--- src/rtl/busPkg.sv ---
// Bus-side enums shared by the controller and the testbench; only incrementing AHB bursts exist
`default_nettype none

package busPkg;

  //////////////////////////////////////////////////
  // Controller states
  //////////////////////////////////////////////////

  // Eight states fit in a 3-bit register
  typedef enum logic [2:0] {
    stReady,
    stUncachedRead,
    stUncachedReadDone,
    stUncachedWrite,
    stUncachedWriteDone,
    stLineFetch,
    stLineWrite,
    stLineDone
  } busStateE;

  //////////////////////////////////////////////////
  // Request and bus encodings
  //////////////////////////////////////////////////

  // Bit 1 of the LSU request reads and bit 0 writes
  // Atomics set both bits and are run as a read
  typedef enum logic [1:0] {
    rwNone  = 2'b00,
    rwWrite = 2'b01,
    rwRead  = 2'b10,
    rwAmo   = 2'b11
  } memRwE;

  // AHB transfer type without BUSY
  typedef enum logic [2-1:0] {
    idle   = 2'b00,
    nonSeq = 2'b10,
    seq    = 2'b11
  } hTransE;

  // AHB burst codes for single beats and fixed-length incrementing bursts
  typedef enum logic [2:0] {
    single = 3'b000,
    incr4  = 3'b011,
    incr8  = 3'b101,
    incr16 = 3'b111
  } hBurstE;

endpackage

`default_nettype wire

--- src/rtl/busDp.sv ---
// Bus data path; cache line addresses must be line aligned since beat offsets add with no wrap
`timescale 1ns/10ps
`default_nettype none

module busDp #(
  parameter int xLen,
  parameter int paBits,
  parameter int wordsPerLine,
  parameter int lineLen,
  parameter int logWpl,
  parameter int cacheEnabled
) (
  input  logic                clk,
  input  logic                arstN,
  // Cache side
  input  logic [paBits-1:0]   cacheBusAdr,
  input  logic                cacheFetchLine,
  input  logic                cacheWriteLine,
  output logic                cacheBusAck,
  output logic [lineLen-1:0]  lineData,
  // LSU side
  input  logic [paBits-1:0]   lsuPAdr,
  input  busPkg::memRwE       lsuRw,
  input  logic [2:0]          lsuFunct3,
  input  logic                cacheable,
  input  logic                ignoreRequest,
  input  logic                cpuBusy,
  output logic                busStall,
  output logic                busCommitted,
  output logic                selUncachedAdr,
  output logic                selLsuBusWord,
  // Bus side
  input  logic [xLen-1:0]     hrData,
  input  logic                busAck,
  input  logic                busInit,
  output logic [paBits-1:0]   hAddr,
  output logic [2:0]          hSize,
  output logic [2:0]          hBurst,
  output logic [1:0]          hTrans,
  output logic                busRead,
  output logic                busWrite,
  output logic                busTransComplete,
  output logic [logWpl-1:0]   wordCount
);

  // Without a cache every transfer is a single beat
  localparam int wordCountThreshold = (cacheEnabled != 0) ? wordsPerLine - 1 : 0;
  // Byte offset of one word
  localparam int byteShift = $clog2(xLen / 8);
  // Full word AHB size
  localparam logic [2:0] wordSize = (xLen == 32) ? 3'b010 : 3'b011;

  logic [paBits-1:0] baseAddr;
  logic [paBits-1:0] beatOffset;
  logic [logWpl-1:0] wordCountDelayed;
  logic              bufferCaptureEn;

  //////////////////////////////////////////////////
  // Address and size
  //////////////////////////////////////////////////

  // LSU address for uncached singles, cache line base otherwise
  assign baseAddr   = selUncachedAdr ? lsuPAdr : cacheBusAdr;
  assign beatOffset = paBits'(wordCount) << byteShift;
  assign hAddr      = baseAddr + beatOffset;

  // Uncached access size comes from the load/store funct3
  assign hSize = selUncachedAdr ? lsuFunct3 : wordSize;

  //////////////////////////////////////////////////
  // Controller and fetch buffer
  //////////////////////////////////////////////////

  busFsm #(
    .wordCountThreshold (wordCountThreshold),
    .logWpl             (logWpl),
    .cacheEnabled       (cacheEnabled)
  ) fsm (
    .clk, .arstN, .ignoreRequest, .lsuRw, .cacheFetchLine, .cacheWriteLine,
    .busAck, .busInit, .cpuBusy, .cacheable,
    .busStall, .busWrite, .busRead, .selLsuBusWord, .bufferCaptureEn,
    .hBurst, .hTrans, .busTransComplete, .cacheBusAck, .busCommitted,
    .selUncachedAdr, .wordCount, .wordCountDelayed
  );

  // Registers each returned beat into its line slot
  lineBuffer #(
    .xLen         (xLen),
    .wordsPerLine (wordsPerLine)
  ) fetchBuf (
    .clk, .arstN, .hrData, .bufferCaptureEn, .wordCountDelayed, .lineData
  );

endmodule

`default_nettype wire

--- src/rtl/busFsm.sv ---
// Bus controller FSM; one transfer at a time, LSU and cache requests must hold until acknowledged
`timescale 1ns/10ps
`default_nettype none

module busFsm #(
  parameter int wordCountThreshold,
  parameter int logWpl,
  parameter int cacheEnabled
) (
  input  logic                clk,
  input  logic                arstN,
  // Requests from the LSU and the cache
  input  logic                ignoreRequest,
  input  busPkg::memRwE       lsuRw,
  input  logic                cacheFetchLine,
  input  logic                cacheWriteLine,
  // Bus response
  input  logic                busAck,
  input  logic                busInit,
  // CPU side
  input  logic                cpuBusy,
  input  logic                cacheable,
  // Controls
  output logic                busStall,
  output logic                busWrite,
  output logic                busRead,
  output logic                selLsuBusWord,
  output logic                bufferCaptureEn,
  output busPkg::hBurstE      hBurst,
  output busPkg::hTransE      hTrans,
  output logic                busTransComplete,
  output logic                cacheBusAck,
  output logic                busCommitted,
  output logic                selUncachedAdr,
  output logic [logWpl-1:0]   wordCount,
  output logic [logWpl-1:0]   wordCountDelayed
);

  // Burst code that covers one whole line
  localparam busPkg::hBurstE lineBurst = (logWpl == 4) ? busPkg::incr16 :
                                         (logWpl == 3) ? busPkg::incr8  : busPkg::incr4;

  busPkg::busStateE state;
  busPkg::busStateE stateNext;

  logic uncachedReq;
  logic uncachedWriteReq;
  logic lineFetchReq;
  logic lineWriteReq;
  logic anyReq;
  logic lineState;
  logic uncachedState;
  logic doneState;
  logic lastBeat;

  //////////////////////////////////////////////////
  // Request decode
  //////////////////////////////////////////////////

  // Uncached access only when the LSU asks and the page is not cacheable
  assign uncachedReq      = (lsuRw != busPkg::rwNone) && !cacheable && !ignoreRequest;
  // Anything but a plain write is sequenced as a read
  assign uncachedWriteReq = uncachedReq && (lsuRw == busPkg::rwWrite);
  // Line traffic exists only with a cache built in
  assign lineFetchReq     = (cacheEnabled != 0) && cacheFetchLine;
  assign lineWriteReq     = (cacheEnabled != 0) && cacheWriteLine;
  assign anyReq           = uncachedReq || lineFetchReq || lineWriteReq;

  // State groups
  assign lineState     = (state == busPkg::stLineFetch) || (state == busPkg::stLineWrite);
  assign uncachedState = (state == busPkg::stUncachedRead) || (state == busPkg::stUncachedWrite);
  assign doneState     = (state == busPkg::stUncachedReadDone) ||
                         (state == busPkg::stUncachedWriteDone) ||
                         (state == busPkg::stLineDone);

  // Final beat of a line
  assign lastBeat = (wordCount == logWpl'(wordCountThreshold));

  //////////////////////////////////////////////////
  // State sequencing
  //////////////////////////////////////////////////

  always_ff @(posedge clk or negedge arstN) begin
    if (!arstN) begin
      state <= busPkg::stReady;
    end else begin
      state <= stateNext;
    end
  end

  always_comb begin
    stateNext = state;
    case (state)
      busPkg::stReady: begin
        // Uncached first, then write back before refill
        if (uncachedWriteReq) begin
          stateNext = busPkg::stUncachedWrite;
        end else if (uncachedReq) begin
          stateNext = busPkg::stUncachedRead;
        end else if (lineWriteReq) begin
          stateNext = busPkg::stLineWrite;
        end else if (lineFetchReq) begin
          stateNext = busPkg::stLineFetch;
        end
      end
      // Singles finish on their one acknowledge
      busPkg::stUncachedRead: begin
        if (busAck) begin
          stateNext = busPkg::stUncachedReadDone;
        end
      end
      busPkg::stUncachedWrite: begin
        if (busAck) begin
          stateNext = busPkg::stUncachedWriteDone;
        end
      end
      // Bursts finish on the acknowledge of the last beat
      busPkg::stLineFetch, busPkg::stLineWrite: begin
        if (busAck && lastBeat) begin
          stateNext = busPkg::stLineDone;
        end
      end
      // Done states wait for the CPU to take the result
      busPkg::stUncachedReadDone, busPkg::stUncachedWriteDone, busPkg::stLineDone: begin
        if (!cpuBusy) begin
          stateNext = busPkg::stReady;
        end
      end
      default: stateNext = busPkg::stReady;
    endcase
  end

  //////////////////////////////////////////////////
  // Beat counter and data-phase delay
  //////////////////////////////////////////////////

  // Count moves only on accepted beats so wait states hold the address
  always_ff @(posedge clk or negedge arstN) begin
    if (!arstN) begin
      wordCount <= '0;
    end else if (busInit) begin
      // Bus asked for a retry so start the line over
      wordCount <= '0;
    end else if (lineState && busAck) begin
      wordCount <= lastBeat ? '0 : wordCount + 1'b1;
    end
  end

  // Read data trails its address phase by one cycle
  always_ff @(posedge clk or negedge arstN) begin
    if (!arstN) begin
      wordCountDelayed <= '0;
      bufferCaptureEn  <= 1'b0;
    end else begin
      wordCountDelayed <= wordCount;
      bufferCaptureEn  <= busRead && busAck;
    end
  end

  //////////////////////////////////////////////////
  // Bus and CPU controls
  //////////////////////////////////////////////////

  // Address phase strobes follow the state only
  assign busRead  = (state == busPkg::stLineFetch) || (state == busPkg::stUncachedRead);
  assign busWrite = (state == busPkg::stLineWrite) || (state == busPkg::stUncachedWrite);

  always_comb begin
    hTrans = busPkg::idle;
    hBurst = busPkg::single;
    // First beat of any transfer is NONSEQ
    if (busRead || busWrite) begin
      hTrans = (lineState && (wordCount != '0)) ? busPkg::seq : busPkg::nonSeq;
    end
    if (lineState) begin
      hBurst = lineBurst;
    end
  end

  // One-cycle pulses on the closing acknowledge
  assign busTransComplete = busAck && (uncachedState || (lineState && lastBeat));
  assign cacheBusAck      = busAck && lineState && lastBeat;

  // Stall opens with the request, CPU hold keeps it up in done
  assign busStall = ((state == busPkg::stReady) && anyReq) || uncachedState || lineState ||
                    (doneState && cpuBusy);
  assign busCommitted = uncachedState || lineState;

  // LSU address stays selected through the done state
  assign selUncachedAdr = ((state == busPkg::stReady) && uncachedReq) || uncachedState ||
                          (state == busPkg::stUncachedReadDone) ||
                          (state == busPkg::stUncachedWriteDone);
  // LSU store word goes on the bus for uncached writes
  assign selLsuBusWord = ((state == busPkg::stReady) && uncachedWriteReq) ||
                         (state == busPkg::stUncachedWrite);

endmodule

`default_nettype wire

--- src/rtl/busTop.sv ---
// Bus side of the cache unit; wordsPerLine is 4, 8 or 16 and xLen is 32 or 64
`timescale 1ns/10ps
`default_nettype none

module busTop #(
  parameter int xLen         = 64,
  parameter int paBits       = 32,
  parameter int wordsPerLine = 4,
  parameter int lineLen      = wordsPerLine * xLen,
  parameter int logWpl       = $clog2(wordsPerLine),
  parameter int cacheEnabled = 1
) (
  input  logic                clk,
  input  logic                arstN,
  //////////////////////////////////////////////////
  // Cache requester
  input  logic [paBits-1:0]   cacheBusAdr,
  input  logic                cacheFetchLine,
  input  logic                cacheWriteLine,
  output logic                cacheBusAck,
  output logic [lineLen-1:0]  lineData,
  //////////////////////////////////////////////////
  // Load/store unit
  input  logic [paBits-1:0]   lsuPAdr,
  input  busPkg::memRwE       lsuRw,
  input  logic [2:0]          lsuFunct3,
  input  logic                cacheable,
  input  logic                ignoreRequest,
  input  logic                cpuBusy,
  output logic                busStall,
  output logic                busCommitted,
  output logic                selUncachedAdr,
  output logic                selLsuBusWord,
  //////////////////////////////////////////////////
  // AHB-Lite style bus
  input  logic [xLen-1:0]     hrData,
  input  logic                busAck,
  input  logic                busInit,
  output logic [paBits-1:0]   hAddr,
  output logic [2:0]          hSize,
  output logic [2:0]          hBurst,
  output logic [1:0]          hTrans,
  output logic                busRead,
  output logic                busWrite,
  output logic                busTransComplete,
  output logic [logWpl-1:0]   wordCount
);

  // Line geometry and cache enable set here only
  busDp #(
    .xLen         (xLen),
    .paBits       (paBits),
    .wordsPerLine (wordsPerLine),
    .lineLen      (lineLen),
    .logWpl       (logWpl),
    .cacheEnabled (cacheEnabled)
  ) dp (
    .clk, .arstN,
    // Cache
    .cacheBusAdr, .cacheFetchLine, .cacheWriteLine, .cacheBusAck, .lineData,
    // LSU
    .lsuPAdr, .lsuRw, .lsuFunct3, .cacheable, .ignoreRequest, .cpuBusy,
    .busStall, .busCommitted, .selUncachedAdr, .selLsuBusWord,
    // Bus
    .hrData, .busAck, .busInit, .hAddr, .hSize, .hBurst, .hTrans,
    .busRead, .busWrite, .busTransComplete, .wordCount
  );

endmodule

`default_nettype wire

--- src/rtl/lineBuffer.sv ---
// Line fill buffer; read data must be valid the cycle after its busAck, word lands the cycle after
`timescale 1ns/10ps
`default_nettype none

module lineBuffer #(
  parameter int xLen,
  parameter int wordsPerLine
) (
  input  logic                              clk,
  input  logic                              arstN,
  // Read data from the bus data phase
  input  logic [xLen-1:0]                   hrData,
  input  logic                              bufferCaptureEn,
  input  logic [$clog2(wordsPerLine)-1:0]   wordCountDelayed,
  // Whole line, word 0 in the low bits
  output logic [wordsPerLine*xLen-1:0]      lineData
);

  localparam int idxBits = $clog2(wordsPerLine);

  logic [wordsPerLine-1:0] captureWord;

  //////////////////////////////////////////////////
  // Capture decode
  //////////////////////////////////////////////////

  // One-hot enable from the delayed beat index
  always_comb begin
    for (int w = 0; w < wordsPerLine; w++) begin
      captureWord[w] = bufferCaptureEn && (wordCountDelayed == idxBits'(w));
    end
  end

  //////////////////////////////////////////////////
  // Word registers
  //////////////////////////////////////////////////

  // Unselected words keep their value
  always_ff @(posedge clk or negedge arstN) begin
    if (!arstN) begin
      lineData <= '0;
    end else begin
      for (int w = 0; w < wordsPerLine; w++) begin
        if (captureWord[w]) begin
          lineData[w*xLen +: xLen] <= hrData;
        end
      end
    end
  end

endmodule

`default_nettype wire

--- config.mk ---
export PLATFORM = sky130hd
export DESIGN_NAME = busTop
export DESIGN_NICKNAME = d
export VERILOG_FILES = /design/src/rtl/busPkg.sv /design/src/rtl/busDp.sv /design/src/rtl/busFsm.sv /design/src/rtl/busTop.sv /design/src/rtl/lineBuffer.sv
export SDC_FILE = /design/constraint.sdc
export NUM_CORES = 1
export LEC_CHECK = 0
export BUFFER_PORTS_ARGS = -buffer_cell sky130_fd_sc_hd__buf_2
export CAP_MARGIN = 5
export CORE_MARGIN = 8
export CORE_UTILIZATION = 35
export CTS_BUF_LIST = sky130_fd_sc_hd__clkbuf_16
export CTS_CLUSTER_DIAMETER = 30
export CTS_CLUSTER_SIZE = 10
export DETAILED_ROUTE_END_ITERATION = 8
export GPL_ROUTABILITY_DRIVEN = 0
export GPL_TIMING_DRIVEN = 0
export PLACE_DENSITY = 0.7
export SYNTH_ARGS = -nofsm -noshare
export SYNTH_HDL_FRONTEND = slang
export SYNTH_HIERARCHICAL = 1
export SYNTH_SLANG_ARGS = --single-unit
--- constraint.sdc ---
create_clock -name clk -period 6.8 [get_ports clk]
set_clock_uncertainty 0.2 [all_clocks]
set_input_delay 1.02 -clock clk [delete_from_list [all_inputs] [get_ports clk]]
set_output_delay 1.02 -clock clk [all_outputs]
set_load 0.05 [all_outputs]
==> results by group <==
Floorplan
  – Core footprint: 33400 um^2
  – Top-level port count: 448
  – Die height: 200 um
  – Die X-Extent: 200 um
  – Initial Util: 0.354
  – Die area: 39900 um^2
  – Floorplan row count: 67

Yosys
  – Adder-Cell Fraction of Synth Area: 0.00592
  – Post-synthesis sequential area ratio: 0.558
  – Synth cell types: 63
  – Number of synthesized flops with an enable pin: 0
  – Multiplexer area fraction after synthesis: 0.285
  – Top FF cell, synth: dfrtp_1
  – Async set or reset register ratio after synthesis: 1.00
  – Synth warnings: 6
  – Register bit total from synthesis: 264
  – Simple-gate area share of the yosys netlist: 0.0619
  – Synthesized Nets: 950
  – Post-Syn Area: 11800 um^2
  – Synthesized area per cell: 14.7 um^2
  – XOR/XNOR Fraction of Synth Area: 0.0215
  – Post-Syn Instances: 803
  – Post-synthesis compound-gate area fraction: 0.0353
  – Largest family of logic cells by synthesized area: multiplexers

Route
  – Total iterations of the first detailed-routing run: 4
  – WL final: 37900 um
  – Post-route ant nets: 0
  – Via-per-instance ratio: 4.88
  – DR DRC count: 0
  – DRT iter0 DRCs: 311
  – Via count: 8754
  – Routed wire per std cell: 21.1 um

Worst setup path
  – WS Path Type: in -> out
  – Required @ worst endpoint: 5580 ps
  – Critical path's top delay family: buffers and inverters
  – Critical Path Source Type: primary input
  – CP max-delay cell: nor3b_1
  – CP max FO: 10
  – Max stage delay on crit path: 550 ps
  – Critical Path AT: 5470 ps
  – Crit path capture type: output pin
  – Worst-path cell chain: buf_2 > nor2_1 > o31ai_1 > and2_4 > buf_4 > buf_2 > buf_2 > buf_2 > mux2i_1 > inv_1 > ha_1 > a21oi_1 > a211o_1 > nor3b_1 > and4bb_1 > xnor2_1 > buf_2
  – WP buf/inv: 7
  – Critical Path Most Common Cell: buf_2

Timing
  – Slew Limit Fails: 0
  – Fmax: 149 MHz
  – Worst relative slew slack: 0.594
  – Period minus WS final: 6690 ps
  – Worst slew pin tran: 608 ps
  – RSZ-0062 raised after global routing: no
  – Final setup fails: 0
  – Slack of the critical path: 107 ps
  – Final period util: 0.984
  – Hold Vio Cnt, Final: 0

Pwr
  – VDD IR-drop max: 0.418 mV
  – Comb pwr share: 0.484
  – Leak: 0.00802 uW
  – Net Sw Frac: 0.479
  – Sequential power share: 0.248
  – Switching pwr: 4560 uW
  – PwrDens: 577 nW/um^2
  – Cell-internal power: 4970 uW
  – Tot Pwr: 9530 uW
  – Clk pwr share: 0.267

Cells and area
  – # diodes: 0
  – Final Non-Filler Cells: 1794
  – Area Growth Syn to Fin: 39.5%
  – Fin nets: 1452
  – Fill count: 2952
  – Layout cells sized above 1: 0.568
  – Design Area, Final: 16500 um^2

Clock network
  – Post-CTS setup buffers: 0
  – Clock latency on the worst-skew pair: 550 ps
  – Clock Tree Buf Depth: 3
  – CTS tree: yes
  – CTS Hold Bufs: 0
  – Clock-pin slew on the worst setup and hold paths: 50 ps
  – H-tree depth: 2
  – Root Buffer: clkbuf_16
  – Total clock sinks: 264
  – CTS Buf Count: 52

Place
  – DPL Wire Length: 29400 um
  – Placement Setup Slack: -239 ps
  – Post-Place Cells: 1699
  – Area post-placement: 14700 um^2
  – Port bufs: 446

GRT
  – First-pass GRT wire length: 56300 um
  – Remaining global-route overflow: 0
  – Largest net degree at the start of global routing: 120
  – Overall Global Routing Usage: 0.182
  – Initial antenna violation count: 2
  – Vias in the first global route: 9608

Outcome
  – Status: complete, no violations

Worst hold path
  – Hold Crit Class: in -> async

Flow run
  – Total of max-cap violations: 0
## cell type report
cell class,instances,area [um^2],area share
Tap cell,448,561,0.0340
Clock inverter,43,498,0.0302
Inverter,9,33.8,0.00205
Multi-Input combinational cell,488,4860,0.295
Buffer,42,344,0.0208
Clock buffer,52,1300,0.0788
Sequential cell,264,6610,0.400
Timing Repair Buffer,448,2300,0.139
## cells in the final DEF, fill, tap and decap left out, drive strengths merged, types with 2 or more instances in the layout
master and n:
clkinv 17, and3 4, nand2 16, nor2 23, a32o 2, nor3b 3
a32oi 6, clkinvlp 5, buf 488, mux2 262, nand4b 4, nor4 2
nor2b 11, nor3 8, nand4 5, a211o 2, a21oi 17, o21ai 11
or2 2, and2 7, o21a 2, dfrtp 264, xnor2 20, o211ai 4
bufinv 7, nand3b 8, clkbuf 54, xor2 9, and2b 2, nand2b 5
ha 4, a22oi 2, mux2i 19, nand3 13, inv 23
## sequential cells by signal (all words and copies together) (netlist names)
register	count
dp/fetchBuf/lineData	256
dp/fsm/bufferCaptureEn	1
dp/fsm/state	3
dp/fsm/wordCount	2
dp/fsm/wordCountDelayed	2
## cell families after synthesis
| family | Yosys count |
|---|---|
| simple gates | 118 |
| mux | 281 |
| other cells | 1 |
| buf+inv | 51 |
| fa+ha+maj | 5 |
| flops | 264 |
| xor+xnor | 29 |
| compound gates | 54 |
## Yosys cell counts (3+ instances only)
library cell  instances  area, um^2
mux2i_1              18         180
ha_1                  4        50.1
and3_1                3        18.8
nor2b_1              10        62.6
buf_4                 8        60.1
o21ai_0              11        55.1
a32oi_1               5        43.8
buf_2                15        75.1
buf_6                18         203
xnor2_1              20         175
dfrtp_1             264        6610
mux2_1               95        1070
inv_1                 9        33.8
xor2_1                9        78.8
nand4_1               4        25.0
mux2_2              107        1200
nor3_1                8        40.0
o211ai_1              3        22.5
nor2_1               23        86.3
nand3_1              12        60.1
nand2_1              16        60.1
and2_1                7        43.8
a21oi_1              17        85.1
nand2b_1              5        31.3
nand3b_1              8        60.1
mux2_4               60         901
## worst paths after layout
path | endpoint | cells after the start | from | slack, ps
worst max register to register | dp/fetchBuf/lineData[211]$_DFFE_PN0P_ | 3 | dp/fsm/wordCountDelayed[1]$_DFF_PN0_ | 4980
min in group clk | dp/fetchBuf/lineData[42]$_DFFE_PN0P_ | 1 | dp/fetchBuf/lineData[42]$_DFFE_PN0P_ | 280
worst max-delay path | hAddr[28] | 17 | lsuRw[0] | 110
max in group asynchronous | dp/fetchBuf/lineData[190]$_DFFE_PN0P_ | 2 | arstN | 5310
worst min-delay path | dp/fetchBuf/lineData[169]$_DFFE_PN0P_ | 1 | arstN | 150
worst min register to register | dp/fetchBuf/lineData[42]$_DFFE_PN0P_ | 1 | dp/fetchBuf/lineData[42]$_DFFE_PN0P_ | 280
## per-stage QoR
stage / hold slack [ps] / utilization / setup TNS (ps)
final: 152 / 0.493 / 0
after global placement: 264 / 0.437 / -46890
after detailed placement: 271 / 0.439 / -1050
after global routing: 141 / 0.493 / 0
after floorplan: 455 / - / 0
after CTS: 128 / 0.493 / 0
## power groups by stage
| stage | registers [uW] | clock network [uW] | logic, uW |
|---|---|---|---|
| floorplan | 4140 | 0 | 1640 |
| global route | 2430 | 2690 | 4810 |
| detailed placement | 2390 | 0 | 4640 |
| finish | 2370 | 2550 | 4620 |
| CTS | 2370 | 2610 | 4660 |
| global placement | 2360 | 0 | 4600 |
## repair_timing
action | in CTS | in global routing
endpoints found under the setup margin | 7 | 4
resized for setup | 2 | 4
pin swaps | 0 | 0
## per-layer routing
layer | track usage | share of wire
met2 | 0.319 | 0.49
met1 | 0.200 | 0.37
met3 | 0.0575 | 0.096
met5 | 0 | 0.00032
met4 | 0.0861 | 0.042
Note: power is estimated with default switching activity, not from simulation.
